===== src/include/bridge_config.svh =====
// Bridge build constants

`ifndef BRIDGE_CONFIG_SVH
`define BRIDGE_CONFIG_SVH

// ~~~~~~~~~~~~~~~~~~~~~~~~~~~~~~~~~~~~~~~~
// AXI side
// ~~~~~~~~~~~~~~~~~~~~~~~~~~~~~~~~~~~~~~~~
`define BRIDGE_ID_W 4

// ~~~~~~~~~~~~~~~~~~~~~~~~~~~~~~~~~~~~~~~~
// Buffer depths
// ~~~~~~~~~~~~~~~~~~~~~~~~~~~~~~~~~~~~~~~~
`define BRIDGE_CMD_DEPTH 4
`define BRIDGE_DATA_DEPTH 4
`define BRIDGE_RESP_DEPTH 4

`endif


===== src/hw/bridge_pkg.sv =====
// AXI to APB bridge types
`default_nettype none
`include "bridge_config.svh"

package bridge_pkg;

    typedef enum logic [1:0] {
        FIXED = 2'b00,
        INCR  = 2'b01,
        WRAP  = 2'b10
    } burst_e;

    localparam logic [1:0] RESP_OKAY   = 2'b00;
    localparam logic [1:0] RESP_SLVERR = 2'b10;

    // One AR or AW request
    typedef struct packed {
        logic [`BRIDGE_ID_W-1:0] id;
        logic [31:0]             addr;
        logic [7:0]              len;
        logic [2:0]              size;
        burst_e                  burst;
    } axi_cmd_t;

    typedef struct packed {
        logic [63:0] data;
        logic [7:0]  strb;
        logic        last;
    } w_beat_t;

    typedef struct packed {
        logic [`BRIDGE_ID_W-1:0] id;
        logic [63:0]             data;
        logic [1:0]              resp;
        logic                    last;
    } r_beat_t;

    typedef struct packed {
        logic [`BRIDGE_ID_W-1:0] id;
        logic [1:0]              resp;
    } b_resp_t;

endpackage

`default_nettype wire


===== src/hw/apb_sequencer.sv =====
// APB transfer sequencer
`default_nettype none
`include "bridge_config.svh"

module apb_sequencer
    import bridge_pkg::*;
(
    input  wire         clk,
    input  wire         rst_n,
    input  wire         ar_valid,
    output logic        ar_ready,
    input  axi_cmd_t    ar_cmd,
    input  wire         aw_valid,
    output logic        aw_ready,
    input  axi_cmd_t    aw_cmd,
    input  wire         w_valid,
    output logic        w_ready,
    input  w_beat_t     w_beat,
    output logic        r_valid,
    input  wire         r_ready,
    output r_beat_t     r_beat,
    output logic        b_valid,
    input  wire         b_ready,
    output b_resp_t     b_resp,
    output logic        load,
    output logic        step,
    output axi_cmd_t    sel_cmd,
    input  wire  [31:0] beat_addr,
    input  wire         last_beat,
    input  wire         active,
    output logic        psel,
    output logic        penable,
    output logic        pwrite,
    output logic [31:0] paddr,
    output logic [31:0] pwdata,
    output logic [3:0]  pstrb,
    input  wire         pready,
    input  wire  [1:0]  presp,
    input  wire  [31:0] prdata
);

    typedef enum logic [2:0] {
        ST_IDLE,
        ST_LOW_SETUP,
        ST_LOW_ACCESS,
        ST_HIGH_SETUP,
        ST_HIGH_ACCESS
    } state_e;

    state_e                  state_q;
    state_e                  state_d;
    logic                    is_write_q;
    logic                    err_q;
    logic [`BRIDGE_ID_W-1:0] id_q;
    logic [31:0]             low_data_q;
    logic [1:0]              low_resp_q;
    logic                    pick_read;
    logic                    pick_write;
    logic                    can_start;
    logic                    low_done;
    logic                    beat_done;
    logic                    high_phase;
    logic [1:0]              worse_resp;

    // ~~~~~~~~~~~~~~~~~~~~~~~~~~~~~~~~~~~~~~~~
    // Burst selection
    // ~~~~~~~~~~~~~~~~~~~~~~~~~~~~~~~~~~~~~~~~
    assign pick_read  = (state_q == ST_IDLE) && !active && ar_valid; // Reads win a tie
    assign pick_write = (state_q == ST_IDLE) && !active && !ar_valid
                        && aw_valid && w_valid && b_ready;
    assign load       = pick_read || pick_write;
    assign ar_ready   = pick_read;
    assign aw_ready   = pick_write;
    assign sel_cmd    = pick_read ? ar_cmd : aw_cmd;

    // A beat may open only once its data has room to land or is waiting
    assign can_start  = is_write_q ? w_valid : r_ready;
    assign low_done   = (state_q == ST_LOW_ACCESS) && pready;
    assign beat_done  = (state_q == ST_HIGH_ACCESS) && pready;
    assign step       = beat_done;

    always_comb begin
        state_d = state_q;
        case (state_q)
            ST_IDLE:        if (load) state_d = ST_LOW_SETUP;
            ST_LOW_SETUP:   if (can_start) state_d = ST_LOW_ACCESS;
            ST_LOW_ACCESS:  if (pready) state_d = ST_HIGH_SETUP;
            ST_HIGH_SETUP:  state_d = ST_HIGH_ACCESS;
            ST_HIGH_ACCESS: if (pready) state_d = last_beat ? ST_IDLE : ST_LOW_SETUP;
            default:        state_d = ST_IDLE;
        endcase
    end

    always_ff @(posedge clk or negedge rst_n) begin
        if (!rst_n) begin
            state_q    <= ST_IDLE;
            is_write_q <= 1'b0;
            err_q      <= 1'b0;
        end else begin
            state_q <= state_d;
            if (load) begin
                is_write_q <= pick_write;
                err_q      <= 1'b0;
            end else if ((low_done || beat_done) && presp[1]) begin
                err_q <= 1'b1; // Sticky until the next burst
            end
        end
    end

    always_ff @(posedge clk) begin
        if (load) begin
            id_q <= sel_cmd.id;
        end
        if (low_done) begin
            low_data_q <= prdata;
            low_resp_q <= presp;
        end
    end

    // ~~~~~~~~~~~~~~~~~~~~~~~~~~~~~~~~~~~~~~~~
    // APB drive
    // ~~~~~~~~~~~~~~~~~~~~~~~~~~~~~~~~~~~~~~~~
    assign high_phase = (state_q == ST_HIGH_SETUP) || (state_q == ST_HIGH_ACCESS);
    assign psel       = ((state_q == ST_LOW_SETUP) && can_start) || (state_q == ST_LOW_ACCESS)
                        || high_phase;
    assign penable    = (state_q == ST_LOW_ACCESS) || (state_q == ST_HIGH_ACCESS);
    assign pwrite     = psel && is_write_q;
    assign paddr      = high_phase ? beat_addr + 32'd4 : beat_addr; // High word sits 4 bytes up
    assign pwdata     = high_phase ? w_beat.data[63:32] : w_beat.data[31:0];
    assign pstrb      = !is_write_q ? 4'b0000 :
                        high_phase  ? w_beat.strb[7:4] : w_beat.strb[3:0];

    // ~~~~~~~~~~~~~~~~~~~~~~~~~~~~~~~~~~~~~~~~
    // Responses
    // ~~~~~~~~~~~~~~~~~~~~~~~~~~~~~~~~~~~~~~~~
    assign worse_resp = (presp > low_resp_q) ? presp : low_resp_q;

    assign r_valid = beat_done && !is_write_q;
    assign r_beat  = '{id: id_q, data: {prdata, low_data_q}, resp: worse_resp, last: last_beat};
    assign w_ready = beat_done && is_write_q;
    assign b_valid = beat_done && is_write_q && last_beat; // Room was checked at selection
    assign b_resp  = '{id: id_q, resp: (err_q || presp[1]) ? RESP_SLVERR : RESP_OKAY};

endmodule

`default_nettype wire


===== src/hw/axi2apb_top.sv =====
// AXI to APB bridge top
`default_nettype none
`include "bridge_config.svh"

module axi2apb_top
    import bridge_pkg::*;
(
    input  wire                     clk,
    input  wire                     rst_n,
    input  wire  [`BRIDGE_ID_W-1:0] arid,
    input  wire  [31:0]             araddr,
    input  wire  [7:0]              arlen,
    input  wire  [2:0]              arsize,
    input  wire  [1:0]              arburst,
    input  wire                     arvalid,
    output logic                    arready,
    output logic [`BRIDGE_ID_W-1:0] rid,
    output logic [63:0]             rdata,
    output logic [1:0]              rresp,
    output logic                    rlast,
    output logic                    rvalid,
    input  wire                     rready,
    input  wire  [`BRIDGE_ID_W-1:0] awid,
    input  wire  [31:0]             awaddr,
    input  wire  [7:0]              awlen,
    input  wire  [2:0]              awsize,
    input  wire  [1:0]              awburst,
    input  wire                     awvalid,
    output logic                    awready,
    input  wire  [63:0]             wdata,
    input  wire  [7:0]              wstrb,
    input  wire                     wlast,
    input  wire                     wvalid,
    output logic                    wready,
    output logic [`BRIDGE_ID_W-1:0] bid,
    output logic [1:0]              bresp,
    output logic                    bvalid,
    input  wire                     bready,
    output logic                    psel,
    output logic [31:0]             paddr,
    output logic                    penable,
    output logic                    pwrite,
    output logic [31:0]             pwdata,
    input  wire                     pready,
    input  wire  [1:0]              presp,
    input  wire  [31:0]             prdata,
    output logic [3:0]              pstrb
);

    axi_cmd_t    ar_in, ar_head, aw_in, aw_head, sel_cmd;
    w_beat_t     w_in, w_head;
    r_beat_t     r_push, r_out;
    b_resp_t     b_push, b_out;
    logic        ar_head_valid, ar_pop, aw_head_valid, aw_pop, w_head_valid, w_pop;
    logic        r_push_valid, r_push_ready, b_push_valid, b_push_ready;
    logic        load, step, last_beat, active;
    logic [31:0] beat_addr;

    // ~~~~~~~~~~~~~~~~~~~~~~~~~~~~~~~~~~~~~~~~
    // AXI field packing
    // ~~~~~~~~~~~~~~~~~~~~~~~~~~~~~~~~~~~~~~~~
    assign ar_in = '{id: arid, addr: araddr, len: arlen, size: arsize, burst: burst_e'(arburst)};
    assign aw_in = '{id: awid, addr: awaddr, len: awlen, size: awsize, burst: burst_e'(awburst)};
    assign w_in  = '{data: wdata, strb: wstrb, last: wlast};
    assign {rid, rdata, rresp, rlast} = r_out;
    assign {bid, bresp}               = b_out;

    bridge_fifo #(.entry_t(axi_cmd_t), .DEPTH(`BRIDGE_CMD_DEPTH)) ar_fifo (
        .clk(clk), .rst_n(rst_n),
        .in_valid(arvalid), .in_ready(arready), .in_data(ar_in),
        .out_valid(ar_head_valid), .out_ready(ar_pop), .out_data(ar_head)
    );

    bridge_fifo #(.entry_t(axi_cmd_t), .DEPTH(`BRIDGE_CMD_DEPTH)) aw_fifo (
        .clk(clk), .rst_n(rst_n),
        .in_valid(awvalid), .in_ready(awready), .in_data(aw_in),
        .out_valid(aw_head_valid), .out_ready(aw_pop), .out_data(aw_head)
    );

    bridge_fifo #(.entry_t(w_beat_t), .DEPTH(`BRIDGE_DATA_DEPTH)) w_fifo (
        .clk(clk), .rst_n(rst_n),
        .in_valid(wvalid), .in_ready(wready), .in_data(w_in),
        .out_valid(w_head_valid), .out_ready(w_pop), .out_data(w_head)
    );

    bridge_fifo #(.entry_t(r_beat_t), .DEPTH(`BRIDGE_DATA_DEPTH)) r_fifo (
        .clk(clk), .rst_n(rst_n),
        .in_valid(r_push_valid), .in_ready(r_push_ready), .in_data(r_push),
        .out_valid(rvalid), .out_ready(rready), .out_data(r_out)
    );

    bridge_fifo #(.entry_t(b_resp_t), .DEPTH(`BRIDGE_RESP_DEPTH)) b_fifo (
        .clk(clk), .rst_n(rst_n),
        .in_valid(b_push_valid), .in_ready(b_push_ready), .in_data(b_push),
        .out_valid(bvalid), .out_ready(bready), .out_data(b_out)
    );

    burst_addr_gen u_addr_gen (
        .clk(clk), .rst_n(rst_n),
        .load(load), .cmd(sel_cmd), .step(step),
        .beat_addr(beat_addr), .last_beat(last_beat), .active(active)
    );

    apb_sequencer u_seq (
        .clk(clk), .rst_n(rst_n),
        .ar_valid(ar_head_valid), .ar_ready(ar_pop), .ar_cmd(ar_head),
        .aw_valid(aw_head_valid), .aw_ready(aw_pop), .aw_cmd(aw_head),
        .w_valid(w_head_valid), .w_ready(w_pop), .w_beat(w_head),
        .r_valid(r_push_valid), .r_ready(r_push_ready), .r_beat(r_push),
        .b_valid(b_push_valid), .b_ready(b_push_ready), .b_resp(b_push),
        .load(load), .step(step), .sel_cmd(sel_cmd),
        .beat_addr(beat_addr), .last_beat(last_beat), .active(active),
        .psel(psel), .penable(penable), .pwrite(pwrite),
        .paddr(paddr), .pwdata(pwdata), .pstrb(pstrb),
        .pready(pready), .presp(presp), .prdata(prdata)
    );

endmodule

`default_nettype wire


===== src/hw/bridge_fifo.sv =====
// Synchronous valid/ready FIFO
`default_nettype none

module bridge_fifo #(
    parameter type entry_t = logic,
    parameter int  DEPTH   = 4
) (
    input  wire    clk,
    input  wire    rst_n,
    input  wire    in_valid,
    output logic   in_ready,
    input  entry_t in_data,
    output logic   out_valid,
    input  wire    out_ready,
    output entry_t out_data
);

    localparam int PTR_W = (DEPTH > 1) ? $clog2(DEPTH) : 1;
    localparam int CNT_W = $clog2(DEPTH + 1);

    entry_t             mem [DEPTH];
    logic [PTR_W-1:0]   wr_ptr;
    logic [PTR_W-1:0]   rd_ptr;
    logic [CNT_W-1:0]   count;
    logic               push;
    logic               pop;

    assign in_ready  = (count != CNT_W'(DEPTH));
    assign out_valid = (count != '0);
    assign push      = in_valid && in_ready;
    assign pop       = out_valid && out_ready;
    assign out_data  = mem[rd_ptr];

    always_ff @(posedge clk) begin
        if (push) begin
            mem[wr_ptr] <= in_data;
        end
    end

    always_ff @(posedge clk or negedge rst_n) begin
        if (!rst_n) begin
            wr_ptr <= '0;
            rd_ptr <= '0;
            count  <= '0;
        end else begin
            if (push) begin
                wr_ptr <= (wr_ptr == PTR_W'(DEPTH - 1)) ? '0 : wr_ptr + 1'b1;
            end
            if (pop) begin
                rd_ptr <= (rd_ptr == PTR_W'(DEPTH - 1)) ? '0 : rd_ptr + 1'b1;
            end
            case ({push, pop})
                2'b10:   count <= count + 1'b1;
                2'b01:   count <= count - 1'b1;
                default: count <= count; // Both or neither leave the fill level alone
            endcase
        end
    end

endmodule

`default_nettype wire


===== src/hw/burst_addr_gen.sv =====
// Burst beat address generator
`default_nettype none

module burst_addr_gen
    import bridge_pkg::*;
(
    input  wire         clk,
    input  wire         rst_n,
    input  wire         load,
    input  axi_cmd_t    cmd,
    input  wire         step,
    output logic [31:0] beat_addr,
    output logic        last_beat,
    output logic        active
);

    logic [31:0] addr_q;
    logic [31:0] wrap_mask_q;
    logic [2:0]  size_q;
    burst_e      burst_q;
    logic [8:0]  left_q;
    logic [31:0] beat_bytes;
    logic [31:0] next_addr;

    assign beat_bytes = 32'd1 << size_q;
    assign beat_addr  = addr_q;
    assign last_beat  = (left_q == 9'd1);

    always_comb begin
        case (burst_q)
            FIXED:   next_addr = addr_q;
            WRAP:    next_addr = (addr_q & ~wrap_mask_q) | ((addr_q + beat_bytes) & wrap_mask_q);
            default: next_addr = addr_q + beat_bytes; // Reserved encoding runs as INCR
        endcase
    end

    // ~~~~~~~~~~~~~~~~~~~~~~~~~~~~~~~~~~~~~~~~
    // Burst context
    // ~~~~~~~~~~~~~~~~~~~~~~~~~~~~~~~~~~~~~~~~
    always_ff @(posedge clk) begin
        if (load) begin
            addr_q      <= {cmd.addr[31:3], 3'b000};
            wrap_mask_q <= ((32'(cmd.len) + 32'd1) << cmd.size) - 32'd1; // Window of size times count
            size_q      <= cmd.size;
            burst_q     <= cmd.burst;
        end else if (step) begin
            addr_q <= next_addr;
        end
    end

    always_ff @(posedge clk or negedge rst_n) begin
        if (!rst_n) begin
            left_q <= '0;
            active <= 1'b0;
        end else if (load) begin
            left_q <= {1'b0, cmd.len} + 9'd1;
            active <= 1'b1;
        end else if (step && active) begin
            left_q <= left_q - 9'd1;
            if (last_beat) begin
                active <= 1'b0;
            end
        end
    end

endmodule

`default_nettype wire


===== config.mk =====
export PLATFORM = sky130hd
export DESIGN_NAME = axi2apb_top
export DESIGN_NICKNAME = d
export VERILOG_FILES = /design/src/hw/bridge_pkg.sv /design/src/hw/apb_sequencer.sv /design/src/hw/axi2apb_top.sv /design/src/hw/bridge_fifo.sv /design/src/hw/burst_addr_gen.sv
export VERILOG_INCLUDE_DIRS = /design/src /design/src/include
export SDC_FILE = /design/constraint.sdc
export NUM_CORES = 1
export LEC_CHECK = 0
export BUFFER_PORTS_ARGS = -buffer_cell sky130_fd_sc_hd__buf_2
export CORE_MARGIN = 8
export CORE_UTILIZATION = 54
export DETAILED_ROUTE_END_ITERATION = 6
export GPL_TIMING_DRIVEN = 0
export PLACE_DENSITY_LB_ADDON = 0.2
export SYNTH_ARGS = -nofsm -noshare
export SYNTH_HDL_FRONTEND = slang
export SYNTH_SLANG_ARGS = --single-unit
export TNS_END_PERCENT = 50

===== constraint.sdc =====
create_clock -name clk -period 4.25 [get_ports clk]
set_clock_uncertainty 0.1 [all_clocks]
set_input_delay 0.425 -clock clk [delete_from_list [all_inputs] [get_ports clk]]
set_output_delay 0.425 -clock clk [all_outputs]
set_load 0.02 [all_outputs]

==> run metrics <==
status finished, final reports clean; Netlist cell types slightly above 80; Final nets 3,302; Syn Inst Count between 2k and 2.5k; Via Count 24.33k; placed cell area roughly 48,000 sq um; Synth Area in Compound Gates 0.03159; Worst-Margin Slew about 950 ps; Post-Layout Cell Count around 4.2k; adder-cell share of the synthesized area 0.01581; ys flop type edfxtp_1; combinational family with the most area after synthesis multiplexers; initial core utilization 0.5456; PD cells between 400 and 500 nW/um^2; Clock Sinks 1,116; Mapped Nets 2,591; post-route setup slack 58.74 ps; EDFF count, synth between 1k and 1.5k; xor/xnor cell area share of the yosys netlist 0.01740; DP Wirelength 68,800 microns; R2R Path Start u_seq.state_q[2]; die area between 90,000 and 100,000 sq um; Avg Inst Size Synth 19.27 sq um; most frequent cells in the layout 1,063 x edfxtp_1, 361 x buf_2, 242 x mux4_2; min Tclk post-route 4191 ps; Min-Delay Path Class in2reg; required time of the critical path about 4600 ps; total CTS buffers approximately 110; critical path class reg2reg; vias in the first global route about 25k; drt pass-1 iters 5; Final Hold Violating Endpoints 0; pins over their slew limit 0; Relative slew margins 0.3685; Max Freq ~240 MHz; WL final around 100,000 microns; DR vias/cell just under 6; commonest non-fill, non-tap cell in the layout edfxtp_1; mux share of post-synthesis cell area 0.1350; later-pin clock latency in the skew report ~670 ps; pin count of the biggest net entering global routing 53; setup_tns 0 ps; depth of the CTS H-tree 3; Post-synth ARST share 0.04480; IO Count 366; Die W about 300 microns; Max Cap Violations 0; root cell of the clock tree clkbuf_16; DR WL/cell approximately 24 microns; CTS tree yes; VDD IR max slightly above 0.6 mV; Clock transition at path regs approximately 60 ps; Synth Cell Area around 45,000 sq um; final setup vio count 0; Finished Core Util 0.6669; Die H slightly above 300 microns; GRT Resource Usage Total 0.2179; P_leak around 19 nW; DRC viols 0; Iteration-0 DRC Markers around 2.0k; Arrival @ worst endpoint between 4000 and 5000 ps; critical path fanouts, max 10; dpl ws -1091 ps; register area share after synthesis 0.7417; fill count roughly 5.4k; fraction of layout cells with a size suffix above 1 0.3003; Yosys warnings 0; DRT antenna net count 0; P&R area growth vs syn 22.23%; crit share post-route 0.9862; post-synthesis simple-gate area fraction 0.04270; Setup crit start u_seq.state_q[2]; Critical Path End Type register; first-pass GRT wire length around 160,000 microns; hold wc startpoint bready; #FFs+latches synth approximately 1.1k; Core ar. ~82,000 sq um; Startpoint Class register; initial antenna violation count 11; port buffer count ~360; gpl congestion 0.8730; RSZ-0062 raised after global routing true; GR Overflow Total 0; row cnt around 110; Finished Cell Area 54,760 sq um; placed cell count 3,771; Clock Tree Buf Depth 3
## repair_timing
item / 4_1_cts / 5_1_grt
resized for setup: 38 / 32
hold buffers: 200 / 0
endpoints found under the hold margin: 867 / 0
setup buffers: 11 / 11
pin swaps: 5 / 11
gates cloned: 0 / 0
setup endpoints to repair: 50 / 39
## worst max-delay path: stages, from the launching register on
cell,delay [ps]
dfrtp_1,370
buf_6,140
nor4_4,210
buf_6,170
nand2_8,90
buf_8,160
mux2i_4,210
inv_2,90
ha_4,140
and4_4,260
a2bb2oi_4,270
mux2i_2,310
o32a_1,220
o211ai_1,210
o31ai_2,340
nand2_2,130
o311ai_0,400
o21ai_1,130
## logic make-up (layout without fill, tap and decap cells)
| family | Yosys count | in the layout |
|---|---|---|
| AND/OR/NAND/NOR | 380 | 380 |
| other | 1 | 9 |
| flip-flops | 1116 | 1116 |
| multiplexers | 297 | 297 |
| AO/OA/AOI/OAI | 216 | 216 |
| adder cells (fa/ha/maj) | 53 | 53 |
| XOR/XNOR | 89 | 89 |
| buffers and inverters | 173 | 978 |
## registers in the layout, summed over array words and instances (netlist names), 4 cells and up, named ones only
name                    cells
ar_fifo.mem               184
aw_fifo.mem               184
b_fifo.mem                 20
r_fifo.mem                284
u_addr_gen.beat_addr       29
u_addr_gen.left_q           9
u_addr_gen.wrap_mask_q     31
u_seq.id_q                  4
u_seq.low_data_q           32
w_fifo.mem                288
## path summary, 6_finish.rpt
check | endpoint | slack, ps | cells after the start
max | u_addr_gen.wrap_mask_q[14] | 60 | 17
min | b_fifo.rd_ptr[0] | 40 | 3
max reg2reg | u_addr_gen.wrap_mask_q[14] | 60 | 17
min reg2reg | w_fifo.count[2] | 390 | 1
max in group asynchronous | u_seq.state_q[0] | 3200 | 2
min in group asynchronous | ar_fifo.rd_ptr[1] | 250 | 2
## synth_stat cells, types with 3 or more instances
cell,n,area [sq um]
o311ai_0,4,35.03
nor4_1,6,37.54
nor3b_1,4,30.03
buf_4,6,45.04
nand2_1,107,401.6
o21a_1,6,45.04
nand4_1,20,125.1
nor3_1,29,145.1
o211ai_1,6,45.04
mux2_2,39,439.2
a21oi_1,28,140.1
xnor2_1,41,359.1
inv_1,63,236.5
nand2b_1,3,18.77
and4_1,7,61.31
mux4_2,242,5450
a221oi_1,3,26.28
buf_2,6,30.03
clkbuf_1,69,259.0
a21o_1,7,52.55
or3_1,14,87.58
ha_1,47,588.1
o21ai_0,86,430.4
nor2_1,85,319.1
buf_6,3,33.78
o211a_1,3,30.03
dfxtp_1,3,60.06
a22oi_1,29,217.7
xor2_1,48,420.4
nor2b_1,9,56.30
a211oi_1,3,22.52
fa_1,6,120.1
a31oi_1,5,31.28
and3_1,29,181.4
and2_1,15,93.84
edfxtp_1,1063,31920
nand3_1,32,160.2
o22ai_1,4,25.02
buf_1,24,90.09
dfrtp_1,50,1251
o2111ai_1,4,35.03
o21ai_1,3,15.01
mux2i_1,16,160.2
## per-stage QoR
step / hold slack [ps] / total power (W)
3_3_place_gp: 364.6 / 0.01668
2_1_floorplan: 29.41 / 0.01567
6_report: 44.89 / 0.02713
5_1_grt: 69.26 / 0.02808
4_1_cts: 3.388 / 0.02726
3_5_place_dp: 383.5 / 0.01688
## metal layers
metal | vias to the layer above | part of all wire | GRT usage
met2 | 822 | 0.51 | 0.3753
li1 | 10820 | - | -
met4 | 6 | 0.023 | 0.06153
met5 | - | 0.00033 | 0
met3 | 165 | 0.061 | 0.04054
met1 | 12510 | 0.40 | 0.2846
## report_power, final
part / total (W) / switching (W) / internal (W) / leakage [nW]
Combinational: 0.00321 / 0.00197 / 0.00124 / 6.53
Clock: 0.0102 / 0.00411 / 0.00606 / 1.88
Sequential: 0.0137 / 0.000299 / 0.0134 / 10.4
## cell type report
type / instances / area [sq um] / area share
clock inverter: 77 / 959.7 / 0.01752
buffer: 107 / 521.8 / 0.009528
timing repair buffer: 599 / 4405 / 0.08045
multi-input combinational: 1036 / 11130 / 0.2033
tap: 1070 / 1339 / 0.02445
sequential: 1116 / 33240 / 0.6069
clock buffer: 130 / 2902 / 0.05298
antenna: 8 / 20.02 / 0.0003656
inverter: 65 / 244.0 / 0.004455
(Power assumes the default switching activity.)
